### src/hdl/hrmfPkg.sv
package hrmfPkg;

    localparam int partW = 32;
    localparam int fracW = 16;
    localparam int numLanes = 4;
    localparam int selW = 2;

    // Real part in the upper half, imaginary part in the lower half
    typedef logic [2*partW-1:0] cpxWord;
    typedef logic signed [partW-1:0] part;
    typedef logic [selW-1:0] selWord;

    // Cosine and sine of 2*pi*k/16 in Q16.16
    localparam cpxWord twiddleTab [8] = '{
        64'h0001_0000_0000_0000,
        64'h0000_ec83_0000_61f7,
        64'h0000_b504_0000_b504,
        64'h0000_61f7_0000_ec83,
        64'h0000_0000_0001_0000,
        64'hffff_9e09_0000_ec83,
        64'hffff_4afc_0000_b504,
        64'hffff_137d_0000_61f7
    };

    function automatic part reOf(cpxWord x);
        return part'(x[2*partW-1:partW]);
    endfunction

    function automatic part imOf(cpxWord x);
        return part'(x[partW-1:0]);
    endfunction

    function automatic cpxWord mkCpx(part re, part im);
        return {re, im};
    endfunction

    function automatic cpxWord cAdd(cpxWord a, cpxWord b);
        return mkCpx(reOf(a) + reOf(b), imOf(a) + imOf(b));
    endfunction

    function automatic cpxWord cSub(cpxWord a, cpxWord b);
        return mkCpx(reOf(a) - reOf(b), imOf(a) - imOf(b));
    endfunction

    // Multiply by -j
    function automatic cpxWord cNegJ(cpxWord a);
        return mkCpx(imOf(a), -reOf(a));
    endfunction

    // Twiddle holds cos and sin, so the product is with cos - j*sin
    function automatic cpxWord cMulTw(cpxWord d, cpxWord tw);
        logic signed [2*partW-1:0] prodRc;
        logic signed [2*partW-1:0] prodIs;
        logic signed [2*partW-1:0] prodIc;
        logic signed [2*partW-1:0] prodRs;
        part re;
        part im;
        prodRc = reOf(d) * reOf(tw);
        prodIs = imOf(d) * imOf(tw);
        prodIc = imOf(d) * reOf(tw);
        prodRs = reOf(d) * imOf(tw);
        // Each product drops back to Q16.16 before the sum
        re = part'(prodRc[partW+fracW-1:fracW]) + part'(prodIs[partW+fracW-1:fracW]);
        im = part'(prodIc[partW+fracW-1:fracW]) - part'(prodRs[partW+fracW-1:fracW]);
        return mkCpx(re, im);
    endfunction

endpackage
### src/hdl/laneBus.sv
`timescale 1ns/100ps

interface laneBus
    import hrmfPkg::*;
();

    // One complex sample per lane
    cpxWord lane [numLanes];

    modport src (
        output lane
    );

    modport snk (
        input lane
    );

endinterface

### src/hdl/radix4Butterfly.sv
`timescale 1ns/100ps

module radix4Butterfly
    import hrmfPkg::*;
(
    input  cpxWord d0,
    input  cpxWord d1,
    input  cpxWord d2,
    input  cpxWord d3,
    laneBus.src    out
);

    cpxWord t0;
    cpxWord t1;
    cpxWord t2;
    cpxWord t3;
    cpxWord oddDiff;

    // First radix-2 layer on the even and odd pairs
    assign t0 = cAdd(d0, d2);
    assign t2 = cSub(d0, d2);
    assign t1 = cAdd(d1, d3);
    assign oddDiff = cSub(d1, d3);

    // W4 twiddle is a plain swap and negate
    assign t3 = cNegJ(oddDiff);

    // Second layer, outputs in natural order
    assign out.lane[0] = cAdd(t0, t1);
    assign out.lane[1] = cAdd(t2, t3);
    assign out.lane[2] = cSub(t0, t1);
    assign out.lane[3] = cSub(t2, t3);

endmodule

### src/flat_wrapper.sv
// flat-port wrapper written by rule: the top's interface ports become plain ports
module radix4Butterfly_flat import hrmfPkg::*;
  (d0, d1, d2, d3, out_lane);
  laneBus out_i ();
  input  cpxWord d0;
  input  cpxWord d1;
  input  cpxWord d2;
  input  cpxWord d3;
  output wire logic [$bits(out_i.lane)-1:0] out_lane;
  assign out_lane = {>>{out_i.lane}};
  radix4Butterfly u_core (.d0(d0), .d1(d1), .d2(d2), .d3(d3), .out(out_i));
endmodule
### config.mk
export PLATFORM = sky130hd
export DESIGN_NAME = radix4Butterfly_flat
export DESIGN_NICKNAME = d
export VERILOG_FILES = /design/src/hdl/hrmfPkg.sv /design/src/hdl/laneBus.sv /design/src/hdl/radix4Butterfly.sv /design/src/flat_wrapper.sv
export SDC_FILE = /design/constraint.sdc
export NUM_CORES = 1
export LEC_CHECK = 0
export BUFFER_PORTS_ARGS = -buffer_cell sky130_fd_sc_hd__buf_2
export CAP_MARGIN = 0
export CORE_ASPECT_RATIO = 1.25
export CORE_MARGIN = 2
export CORE_UTILIZATION = 35
export DETAILED_ROUTE_END_ITERATION = 7
export PLACE_DENSITY_LB_ADDON = 0.05
export RECOVER_POWER = 50
export SKIP_LAST_GASP = 1
export SLEW_MARGIN = 10
export SYNTH_ARGS = -nofsm -noshare
export SYNTH_HDL_FRONTEND = slang
export SYNTH_SLANG_ARGS = --single-unit
### constraint.sdc
create_clock -name vclk -period 4.9
set_clock_uncertainty 0.1 [all_clocks]
set_input_delay 0.245 -clock vclk [all_inputs]
set_output_delay 0.245 -clock vclk [all_outputs]
set_load 0.005 [all_outputs]
==> impl_metrics.tcl <==
set metrics [dict create \
    grt_pass1_vias 30640 \
    gr-total-overflow 0 \
    syn_area_per_cell_um2 6.706 \
    synth_xor_area_share_pct 17.13 \
    global_route.usage.met2_pct 51.09 \
    core.rowCount 108 \
    design_area_mm2 0.04116 \
    core_area_mm2 0.06932 \
    synth_area_mm2 0.02443 \
    synth_area_leader_cell "ha_1" \
    grt_max_degree 13 \
    yosysSeqAreaShare_pct 0 \
    rsz0062_at_grt "yes" \
    start_util_pct 35.24 \
    synth_mux_area_share_pct 0 \
    synth_compound_area_share_pct 28.45 \
    ctsHoldBuffers 0 \
    peakVddDrop_v 0.0002790 \
    drv_cap 0 \
    grtUsageMet1_pct 33.60 \
    area_growth_syn_to_layout_pct 68.49 \
    slew_headroom_pct 49.42 \
    placed_area_mm2 0.03522 \
    seq_cell_count 0 \
    nets 5966 \
    crit_type "in -> out" \
    worst_slew_pin_slew_ns 0.7492 \
    finalWorstSetupSlack_ns -0.3310 \
    max_freq_ghz 0.1912 \
    yosysMostFrequentCell "ha_1" \
    power_density_mw_per_mm2 439.6 \
    syn_nets 4411 \
    synth_adder_area_share_pct 26.71 \
    drc 0 \
    grt_pass1_wl_um 155800 \
    startpoint "d3[32]" \
    worstPathMaxFanout 3 \
    dp_slack_ns -0.9376 \
    synthSimpleGateAreaFrac_pct 17.70 \
    p_leak_nw 20.60 \
    arrival_ns 4.89 \
    portBuffers 512 \
    drt-pass1-iter-count 5 \
    ios 512 \
    wire_per_inst_um 17.07 \
    yosys-top-cells-count "496 x ha_1, 484 x inv_1, 440 x a21oi_1, 417 x nor2_1, 394 x xnor2_1" \
    worst_setup_path_end_kind "output port" \
    yosysTopAreaCellShare_pct 25.40 \
    hold_viol 0 \
    track_usage_pct 27.24 \
    die-area_mm2 0.07195 \
    regArea_um2 0 \
    period_share_pct 106.8 \
    synth.distinct_cells 85 \
    drtIter0Drc 1240 \
    place_congestion 0.9397 \
    synth_top_family_by_area "compound AO/OA/AOI/OAI gates" \
    fillers 6765 \
    antenna_found_initial 7 \
    synth_warnings 0 \
    grt_use_met3_pct 0.7643 \
    ant_nets 0 \
    whs_path_depth 5 \
    via_count 30720 \
    busiest_layer "met2" \
    vias_per_cell 5.007 \
    drive_gt1_share_pct 45.02 \
    status "finished, violations left" \
    drt-total-wl_um 104700 \
    die_y_um 299.4 \
    multi_input_area_mm2 0.02618 \
    clkbuf_count 0 \
    setup_viol 29 \
    crit_path_end "out_lane[127]" \
    drv_slew 0 \
    hp-class "in -> out" \
    cp.required_ns 4.55 \
    syn-instance-count 3643 \
    die_x_um 240.3 \
    synth_area_leaders "ha_1 25%, xnor2_1 14%, a21oi_1 9.0%" \
    failed_checks "negative setup slack" \
    critPathLaunchType "input port" \
    fin_crit_ns 5.231 \
    dp_hpwl_um 89470 \
]
==> placed cells by master (no fill, tap or decap), types with 37 or more instances in the layout <==
master and n:
a21oi_1 326, xnor2_1 313, nor2_1 371, a21oi_2 99
buf_2 492, nor3_1 63, ha_1 434, a21o_1 70
ha_4 48, nand2_1 104, inv_1 449, xor2_1 73
nand3_1 37, o21ai_0 94, o21ai_2 40, buf_6 84
nand2b_1 53, xnor2_2 72, o21bai_1 135, buf_4 1116
==> layout make-up <==
| type | instances | area share [%] |
|---|---|---|
| Tap cell | 935 | 2.842 |
| Timing Repair Buffer | 1701 | 28.99 |
| Multi-Input combinational cell | 3005 | 63.60 |
| Antenna cell | 4 | 0.02432 |
| Inverter | 490 | 4.544 |
==> timing repair <==
action / 4_1_cts / 5_1_grt
buffers inserted: 133 / 83
pin swaps: 340 / 409
gates cloned: 0 / 0
resized for setup: 517 / 436
endpoints found under the setup margin: 109 / 109
==> logic make-up after synthesis <==
| logic type | after synthesis |
|---|---|
| xor+xnor | 473 |
| fa+ha+maj | 512 |
| compound gates | 1102 |
| buf+inv | 638 |
| simple gates | 918 |
==> layer usage <==
metal  vias up  wire, µm
li1      15550         -
met1     14430     45710
met2       585     52660
met3       154      2726
met4         2      3627
met5         -        13
==> stage by stage <==
step | total power, W | setup TNS [ns] | instances | util (%) | hold WS [ns]
2_1_floorplan | 0.007335 | 0 | 3643 | - | 0.7008
3_3_place_gp | 0.01507 | -44.73 | 5963 | 50.81 | 1.025
3_5_place_dp | 0.01504 | -47.52 | 5963 | 50.81 | 1.023
4_1_cts | 0.01677 | -10.71 | 6080 | 55.76 | 1.030
5_1_grt | 0.01947 | -14.11 | 6134 | 59.38 | 1.086
6_report | 0.01810 | -3.471 | 6135 | 59.38 | 1.037
==> how the worst min path moves through the flow <==
stage	startpoint	end	slack, ns
6_report	d2[0]	out_lane[128]	1.04
3_5_place_dp	d2[0]	out_lane[128]	1.02
2_1_floorplan	d2[0]	out_lane[0]	0.70
5_1_grt	d2[32]	out_lane[160]	1.09
3_3_place_gp	d2[0]	out_lane[0]	1.02
4_1_cts	d2[0]	out_lane[128]	1.03
==> worst max-delay path, cell delays in order <==
cell,delay (ns)
buf_8,0.10
buf_6,0.11
ha_4,0.15
fa_2,0.34
nor2b_4,0.13
o21a_1,0.18
o21ai_2,0.17
a211oi_2,0.10
or3_4,0.37
xnor2_4,0.22
ha_4,0.24
or4_4,0.54
nor2_4,0.12
a211oi_2,0.09
o31a_1,0.31
or4b_4,0.56
a21oi_4,0.18
nand2_2,0.12
a21oi_4,0.20
a311oi_2,0.13
xnor2_1,0.17
buf_2,0.14
==> report_power, final <==
group	switching, W	internal, W
combinational	0.00896	0.00914
clock	0	0.000000000280
sequential	0	0
Note: power is estimated with default switching activity, not from simulation.
