--- src/hdl/hrmfPkg.sv ---
package hrmfPkg;

    localparam int partW = 32;
    localparam int fracW = 16;
    localparam int numLanes = 4;
    localparam int selW = 2;

    // Real part in the upper half, imaginary part in the lower half
    typedef logic [2*partW-1:0] cpxWord;
    typedef logic signed [partW-1:0] part;
    typedef logic [selW-1:0] selWord;

    // Cosine and sine of 2*pi*k/16 in Q16.16
    localparam cpxWord twiddleTab [8] = '{
        64'h0001_0000_0000_0000,
        64'h0000_ec83_0000_61f7,
        64'h0000_b504_0000_b504,
        64'h0000_61f7_0000_ec83,
        64'h0000_0000_0001_0000,
        64'hffff_9e09_0000_ec83,
        64'hffff_4afc_0000_b504,
        64'hffff_137d_0000_61f7
    };

    function automatic part reOf(cpxWord x);
        return part'(x[2*partW-1:partW]);
    endfunction

    function automatic part imOf(cpxWord x);
        return part'(x[partW-1:0]);
    endfunction

    function automatic cpxWord mkCpx(part re, part im);
        return {re, im};
    endfunction

    function automatic cpxWord cAdd(cpxWord a, cpxWord b);
        return mkCpx(reOf(a) + reOf(b), imOf(a) + imOf(b));
    endfunction

    function automatic cpxWord cSub(cpxWord a, cpxWord b);
        return mkCpx(reOf(a) - reOf(b), imOf(a) - imOf(b));
    endfunction

    // Multiply by -j
    function automatic cpxWord cNegJ(cpxWord a);
        return mkCpx(imOf(a), -reOf(a));
    endfunction

    // Twiddle holds cos and sin, so the product is with cos - j*sin
    function automatic cpxWord cMulTw(cpxWord d, cpxWord tw);
        logic signed [2*partW-1:0] prodRc;
        logic signed [2*partW-1:0] prodIs;
        logic signed [2*partW-1:0] prodIc;
        logic signed [2*partW-1:0] prodRs;
        part re;
        part im;
        prodRc = reOf(d) * reOf(tw);
        prodIs = imOf(d) * imOf(tw);
        prodIc = imOf(d) * reOf(tw);
        prodRs = reOf(d) * imOf(tw);
        // Each product drops back to Q16.16 before the sum
        re = part'(prodRc[partW+fracW-1:fracW]) + part'(prodIs[partW+fracW-1:fracW]);
        im = part'(prodIc[partW+fracW-1:fracW]) - part'(prodRs[partW+fracW-1:fracW]);
        return mkCpx(re, im);
    endfunction

endpackage
--- src/hdl/laneBus.sv ---
`timescale 1ns/100ps

interface laneBus
    import hrmfPkg::*;
();

    // One complex sample per lane
    cpxWord lane [numLanes];

    modport src (
        output lane
    );

    modport snk (
        input lane
    );

endinterface

--- src/hdl/transposeUnit.sv ---
`timescale 1ns/100ps

module transposeUnit
    import hrmfPkg::*;
(
    input  logic   CLK,
    input  logic   RSTn,
    input  selWord sel,
    laneBus.snk    in,
    laneBus.src    out
);

    cpxWord midLane [numLanes];

    // Stage one, lanes two apart, driven by sel bit 1
    delayCommutator #(.DELAY(2)) stageOnePair0 (
        .CLK  (CLK),
        .RSTn (RSTn),
        .sel  (sel[1]),
        .in0  (in.lane[0]),
        .in1  (in.lane[2]),
        .out0 (midLane[0]),
        .out1 (midLane[2])
    );

    delayCommutator #(.DELAY(2)) stageOnePair1 (
        .CLK  (CLK),
        .RSTn (RSTn),
        .sel  (sel[1]),
        .in0  (in.lane[1]),
        .in1  (in.lane[3]),
        .out0 (midLane[1]),
        .out1 (midLane[3])
    );

    // Stage two, neighbouring lanes, driven by sel bit 0
    delayCommutator #(.DELAY(1)) stageTwoPair0 (
        .CLK  (CLK),
        .RSTn (RSTn),
        .sel  (sel[0]),
        .in0  (midLane[0]),
        .in1  (midLane[1]),
        .out0 (out.lane[0]),
        .out1 (out.lane[1])
    );

    delayCommutator #(.DELAY(1)) stageTwoPair1 (
        .CLK  (CLK),
        .RSTn (RSTn),
        .sel  (sel[0]),
        .in0  (midLane[2]),
        .in1  (midLane[3]),
        .out0 (out.lane[2]),
        .out1 (out.lane[3])
    );

endmodule

--- src/hdl/delayCommutator.sv ---
`timescale 1ns/100ps

module delayCommutator
    import hrmfPkg::*;
#(
    parameter int DELAY = 1
)(
    input  logic   CLK,
    input  logic   RSTn,
    input  logic   sel,
    input  cpxWord in0,
    input  cpxWord in1,
    output cpxWord out0,
    output cpxWord out1
);

    cpxWord firstReg [DELAY];
    cpxWord secondReg [DELAY];
    cpxWord secondFeed;

    // in1 always enters the first delay line
    always_ff @(posedge CLK or negedge RSTn) begin
        if (!RSTn) begin
            for (int i = 0; i < DELAY; i++) begin
                firstReg[i] <= '0;
            end
        end else begin
            firstReg[0] <= in1;
            for (int i = 1; i < DELAY; i++) begin
                firstReg[i] <= firstReg[i-1];
            end
        end
    end

    // Swap routes the first line into the second, in0 bypasses
    assign secondFeed = sel ? firstReg[DELAY-1] : in0;

    always_ff @(posedge CLK or negedge RSTn) begin
        if (!RSTn) begin
            for (int i = 0; i < DELAY; i++) begin
                secondReg[i] <= '0;
            end
        end else begin
            secondReg[0] <= secondFeed;
            for (int i = 1; i < DELAY; i++) begin
                secondReg[i] <= secondReg[i-1];
            end
        end
    end

    assign out0 = secondReg[DELAY-1];
    assign out1 = sel ? in0 : firstReg[DELAY-1];

    selKnown: assert property (
        @(posedge CLK) disable iff (!RSTn) !$isunknown(sel)
    );

endmodule

--- src/flat_wrapper.sv ---
// flat-port wrapper written by rule: the top's interface ports become plain ports
module transposeUnit_flat import hrmfPkg::*;
  (CLK, RSTn, sel, in_lane, out_lane);
  laneBus in_i ();
  laneBus out_i ();
  input  logic CLK;
  input  logic RSTn;
  input  selWord sel;
  input wire logic [$bits(in_i.lane)-1:0] in_lane;
  output wire logic [$bits(out_i.lane)-1:0] out_lane;
  assign in_i.lane = {>>{in_lane}};
  assign out_lane = {>>{out_i.lane}};
  transposeUnit u_core (.CLK(CLK), .RSTn(RSTn), .sel(sel), .in(in_i), .out(out_i));
endmodule
--- config.mk ---
export PLATFORM = sky130hd
export DESIGN_NAME = transposeUnit_flat
export DESIGN_NICKNAME = d
export VERILOG_FILES = /design/src/hdl/hrmfPkg.sv /design/src/hdl/laneBus.sv /design/src/hdl/transposeUnit.sv /design/src/hdl/delayCommutator.sv /design/src/flat_wrapper.sv
export SDC_FILE = /design/constraint.sdc
export NUM_CORES = 1
export LEC_CHECK = 0
export BUFFER_PORTS_ARGS = -buffer_cell sky130_fd_sc_hd__buf_4
export CAP_MARGIN = 20
export CORE_AREA = 2 2 295 297
export DETAILED_ROUTE_END_ITERATION = 10
export DIE_AREA = 0 0 297 299
export SYNTH_ARGS = -nofsm -noshare
export SYNTH_HDL_FRONTEND = slang
export SYNTH_SLANG_ARGS = --single-unit
--- constraint.sdc ---
create_clock -name CLK -period 5.4 [get_ports CLK]
set_input_delay 1.62 -clock CLK [delete_from_list [all_inputs] [get_ports CLK]]
set_output_delay 1.62 -clock CLK [all_outputs]
set_load 0.005 [all_outputs]
==> summary.md <==
| Metric | Value |
|---|---|
| Status | `complete, no violations` |
| Largest net degree at the start of global routing | `113` |
| Final hold violations | `0` |
| Mean Syn Cell Area | `19.04 µm²` |
| Sink Count | `768` |
| Slowest CP cell | `mux2_2` |
| Hold Path Class | `reg -> reg` |
| Net count after synthesis | `1,596` |
| Drt pass-1 iters | `4` |
| CTS Buf Count | `82` |
| Die area | `88,800 µm²` |
| Crit path max-delay family | `multiplexers` |
| Tot Pwr | `13,470 µW` |
| Top Ports | `516` |
| Mapped Area | `25,440 µm²` |
| Worst endpoint data arrival time | `3030 ps` |
| WP data required | `3780 ps` |
| H-tree levels | `3` |
| Fin Setup TNS | `0 ps` |
| CP startpoint kind | `input port` |
| Cell taking the most area after synthesis | `dfrtp_1` |
| Final antenna-violating net count | `0` |
| Routed WL | `60,980 µm` |
| Clk_lat worst skew | `620 ps` |
| Share of layout cells above drive strength 1 | `0.6079` |
| Largest cells by area after synthesis | `dfrtp_1 (76%), mux2_2 (21%), mux2_4 (1.8%)` |
| Synth top cells by count | `dfrtp_1 (768), mux2_2 (482), buf_2 (31), mux2_4 (30), buf_4 (19)` |
| Worst slack at placement | `738.4 ps` |
| Final nets | `2,183` |
| Synthesis warning total | `0` |
| LEAKAGE | `0.01529 µW` |
| Clock Path Buffers | `3` |
| Worst path max stage delay | `390 ps` |
| Setup repair after global routing missed its margin | `false` |
| Synth async-reset ratio | `1.000` |
| Hold_buf cts | `0` |
| WS Path Type | `in -> out` |
| EDFF count, synth | `0` |
| Yosys reg bits | `768` |
| Die span in y | `299 µm` |
| Most frequent cell after synthesis | `dfrtp_1` |
| Tcrit/Tclk final | `0.8610` |
| First-pass GRT wire length | `90,870 µm` |
| Worst path cell trace | `buf_8 -> buf_12 -> mux2_2 -> mux2_2 -> buf_4` |
| DRT iter0 DRCs | `591` |
| Core area | `85,940 µm²` |
| Slew Limit Fails | `0` |
| Final GP Congestion | `0.8282` |
| Post-route DRC | `0` |
| Total GRT Usage | `0.1356` |
| Crit-path max FO | `42` |
| Finished Core Util | `0.3944` |
| Rel. slew slack | `0.4790` |
| Final setup violation count | `0` |
| Wire per inst | `19.35 µm` |
| Rows | `108` |
| PwrDens | `397.4 nW/µm²` |
| Vias in the first global route | `14,530` |
| CTS tree | `done` |
| Total grt overflow | `0` |
| CTS root buf | `clkbuf_16` |
| Share of the synthesized area in the top cell type | `0.7555` |
| Seq/Total Area, Yosys | `0.7555` |
| Fin cells | `3,151` |
| Post-CTS Repair Setup Buffers | `0` |
| DIE WIDTH | `297 µm` |
| Worst-Margin Slew | `781.6 ps` |
| Post-synth top flop | `dfrtp_1` |
| Unique masters post-synth | `8` |
| Crit path buffers/inverters | `3` |
| Min Clock Period, post-route | `4649 ps` |
| CTS clock-pin slew for the worst setup and hold paths | `60 ps` |
| Antenna violations before repair | `11` |
| Via density | `4.143` |
| Area growth syn-to-layout | `33.25%` |
| Final worst setup slack | `750.7 ps` |
| Peak supply drop | `0.2073 mV` |
| Clock Skews | `16.10 ps` |
| Post-DP HPWL | `43,510 µm` |
| PortBufs | `515` |
| Cts repair resizes | `0` |
| Most frequent CP cell | `mux2_2` |
| Peak Freq | `215.1 MHz` |
| Starting Density | `0.2960` |
| Post-Synthesis Cells | `1,336` |
| CP endpoint kind | `output port` |
| Vias | `13,060` |
| Placed Cells | `2,994` |
| Max cap viols | `0` |
==> flip-flops by register name, indices dropped and copies added, names as in the netlist <==
name / cells
u_core.stageTwoPair0.out0: 64
u_core.stageOnePair0.firstReg: 128
u_core.stageOnePair0.out0: 64
u_core.stageTwoPair1.firstReg: 64
u_core.stageTwoPair0.firstReg: 64
u_core.stageOnePair1.secondReg: 64
u_core.stageOnePair1.firstReg: 128
u_core.stageOnePair1.out0: 64
u_core.stageTwoPair1.out0: 64
u_core.stageOnePair0.secondReg: 64
==> layer usage <==
layer | global-route usage | vias to the layer above | wire (µm) | part of all wire
met5 | 0 | - | 23 | 0.00038
met4 | 0.05952 | 4 | 2101 | 0.034
met3 | 0.02770 | 112 | 2783 | 0.046
met2 | 0.2392 | 301 | 32240 | 0.53
met1 | 0.1600 | 6868 | 23830 | 0.39
li1 | - | 5770 | - | -
==> worst paths after layout <==
check                                                          to                          startpoint  depth (start not counted)  slack, ps
max in group asynchronous           u_core.stageOnePair1.out0[60]                                RSTn                          2       3210
worst min-delay path            u_core.stageOnePair1.firstReg[46]  u_core.stageOnePair1.firstReg[110]                          0        340
worst max-delay path                                  out_lane[0]                              sel[1]                          5        750
worst min register to register  u_core.stageOnePair1.firstReg[46]  u_core.stageOnePair1.firstReg[110]                          0        340
min in group asynchronous       u_core.stageOnePair0.firstReg[64]                                RSTn                          1       1030
worst max register to register      u_core.stageTwoPair1.out0[48]   u_core.stageOnePair0.firstReg[48]                          2       4220
==> final cells by class <==
class	instances	area, µm²
Timing Repair Buffer	559	4407
Fill cell	7888	52040
Clock inverter	33	483.0
Antenna cell	4	10.01
Clock buffer	120	2456
Multi-Input combinational cell	512	5878
Tap cell	1155	1445
Sequential cell	768	19220
==> logic make-up (layout without fill, tap and decap cells) <==
kind of cell  Yosys count  count (layout)  synth area share
other cells             0               4                 0
flops                 768             768            0.7555
buf+inv                56             712           0.01348
mux                   512             512            0.2311
==> stage by stage <==
step,hold WS [ps],cell area [µm²]
after floorplan,331.2,25440
after global placement,331.0,30950
after detailed placement,334.7,30950
after CTS,340.6,33890
after global routing,347.2,33900
final,338.4,33900
==> layout by cell type (no fill, tap or decap) <==
cell        Yosys  layout
clkinv_2        0      11
mux2_2        482     482
diode_2         0       4
clkbuf_8        0      24
inv_8           0       2
clkinv_16       0       2
buf_4          19     541
inv_16          0       2
bufinv_16       0       8
buf_8           0       3
clkinv_4        0       2
clkinvlp_4      0       4
buf_12          0      15
clkbuf_1        2      13
dfrtp_1       768     768
inv_6           0       2
clkbuf_16       0      83
mux2_4         30      30
==> power by group <==
| group | total, µW | internal, µW | switching, µW |
|---|---|---|---|
| sequential | 6340 | 6170 | 168 |
| clock | 5920 | 3580 | 2340 |
| combinational | 1210 | 701 | 510 |
No activity file was read; power rests on OpenSTA's default activity.
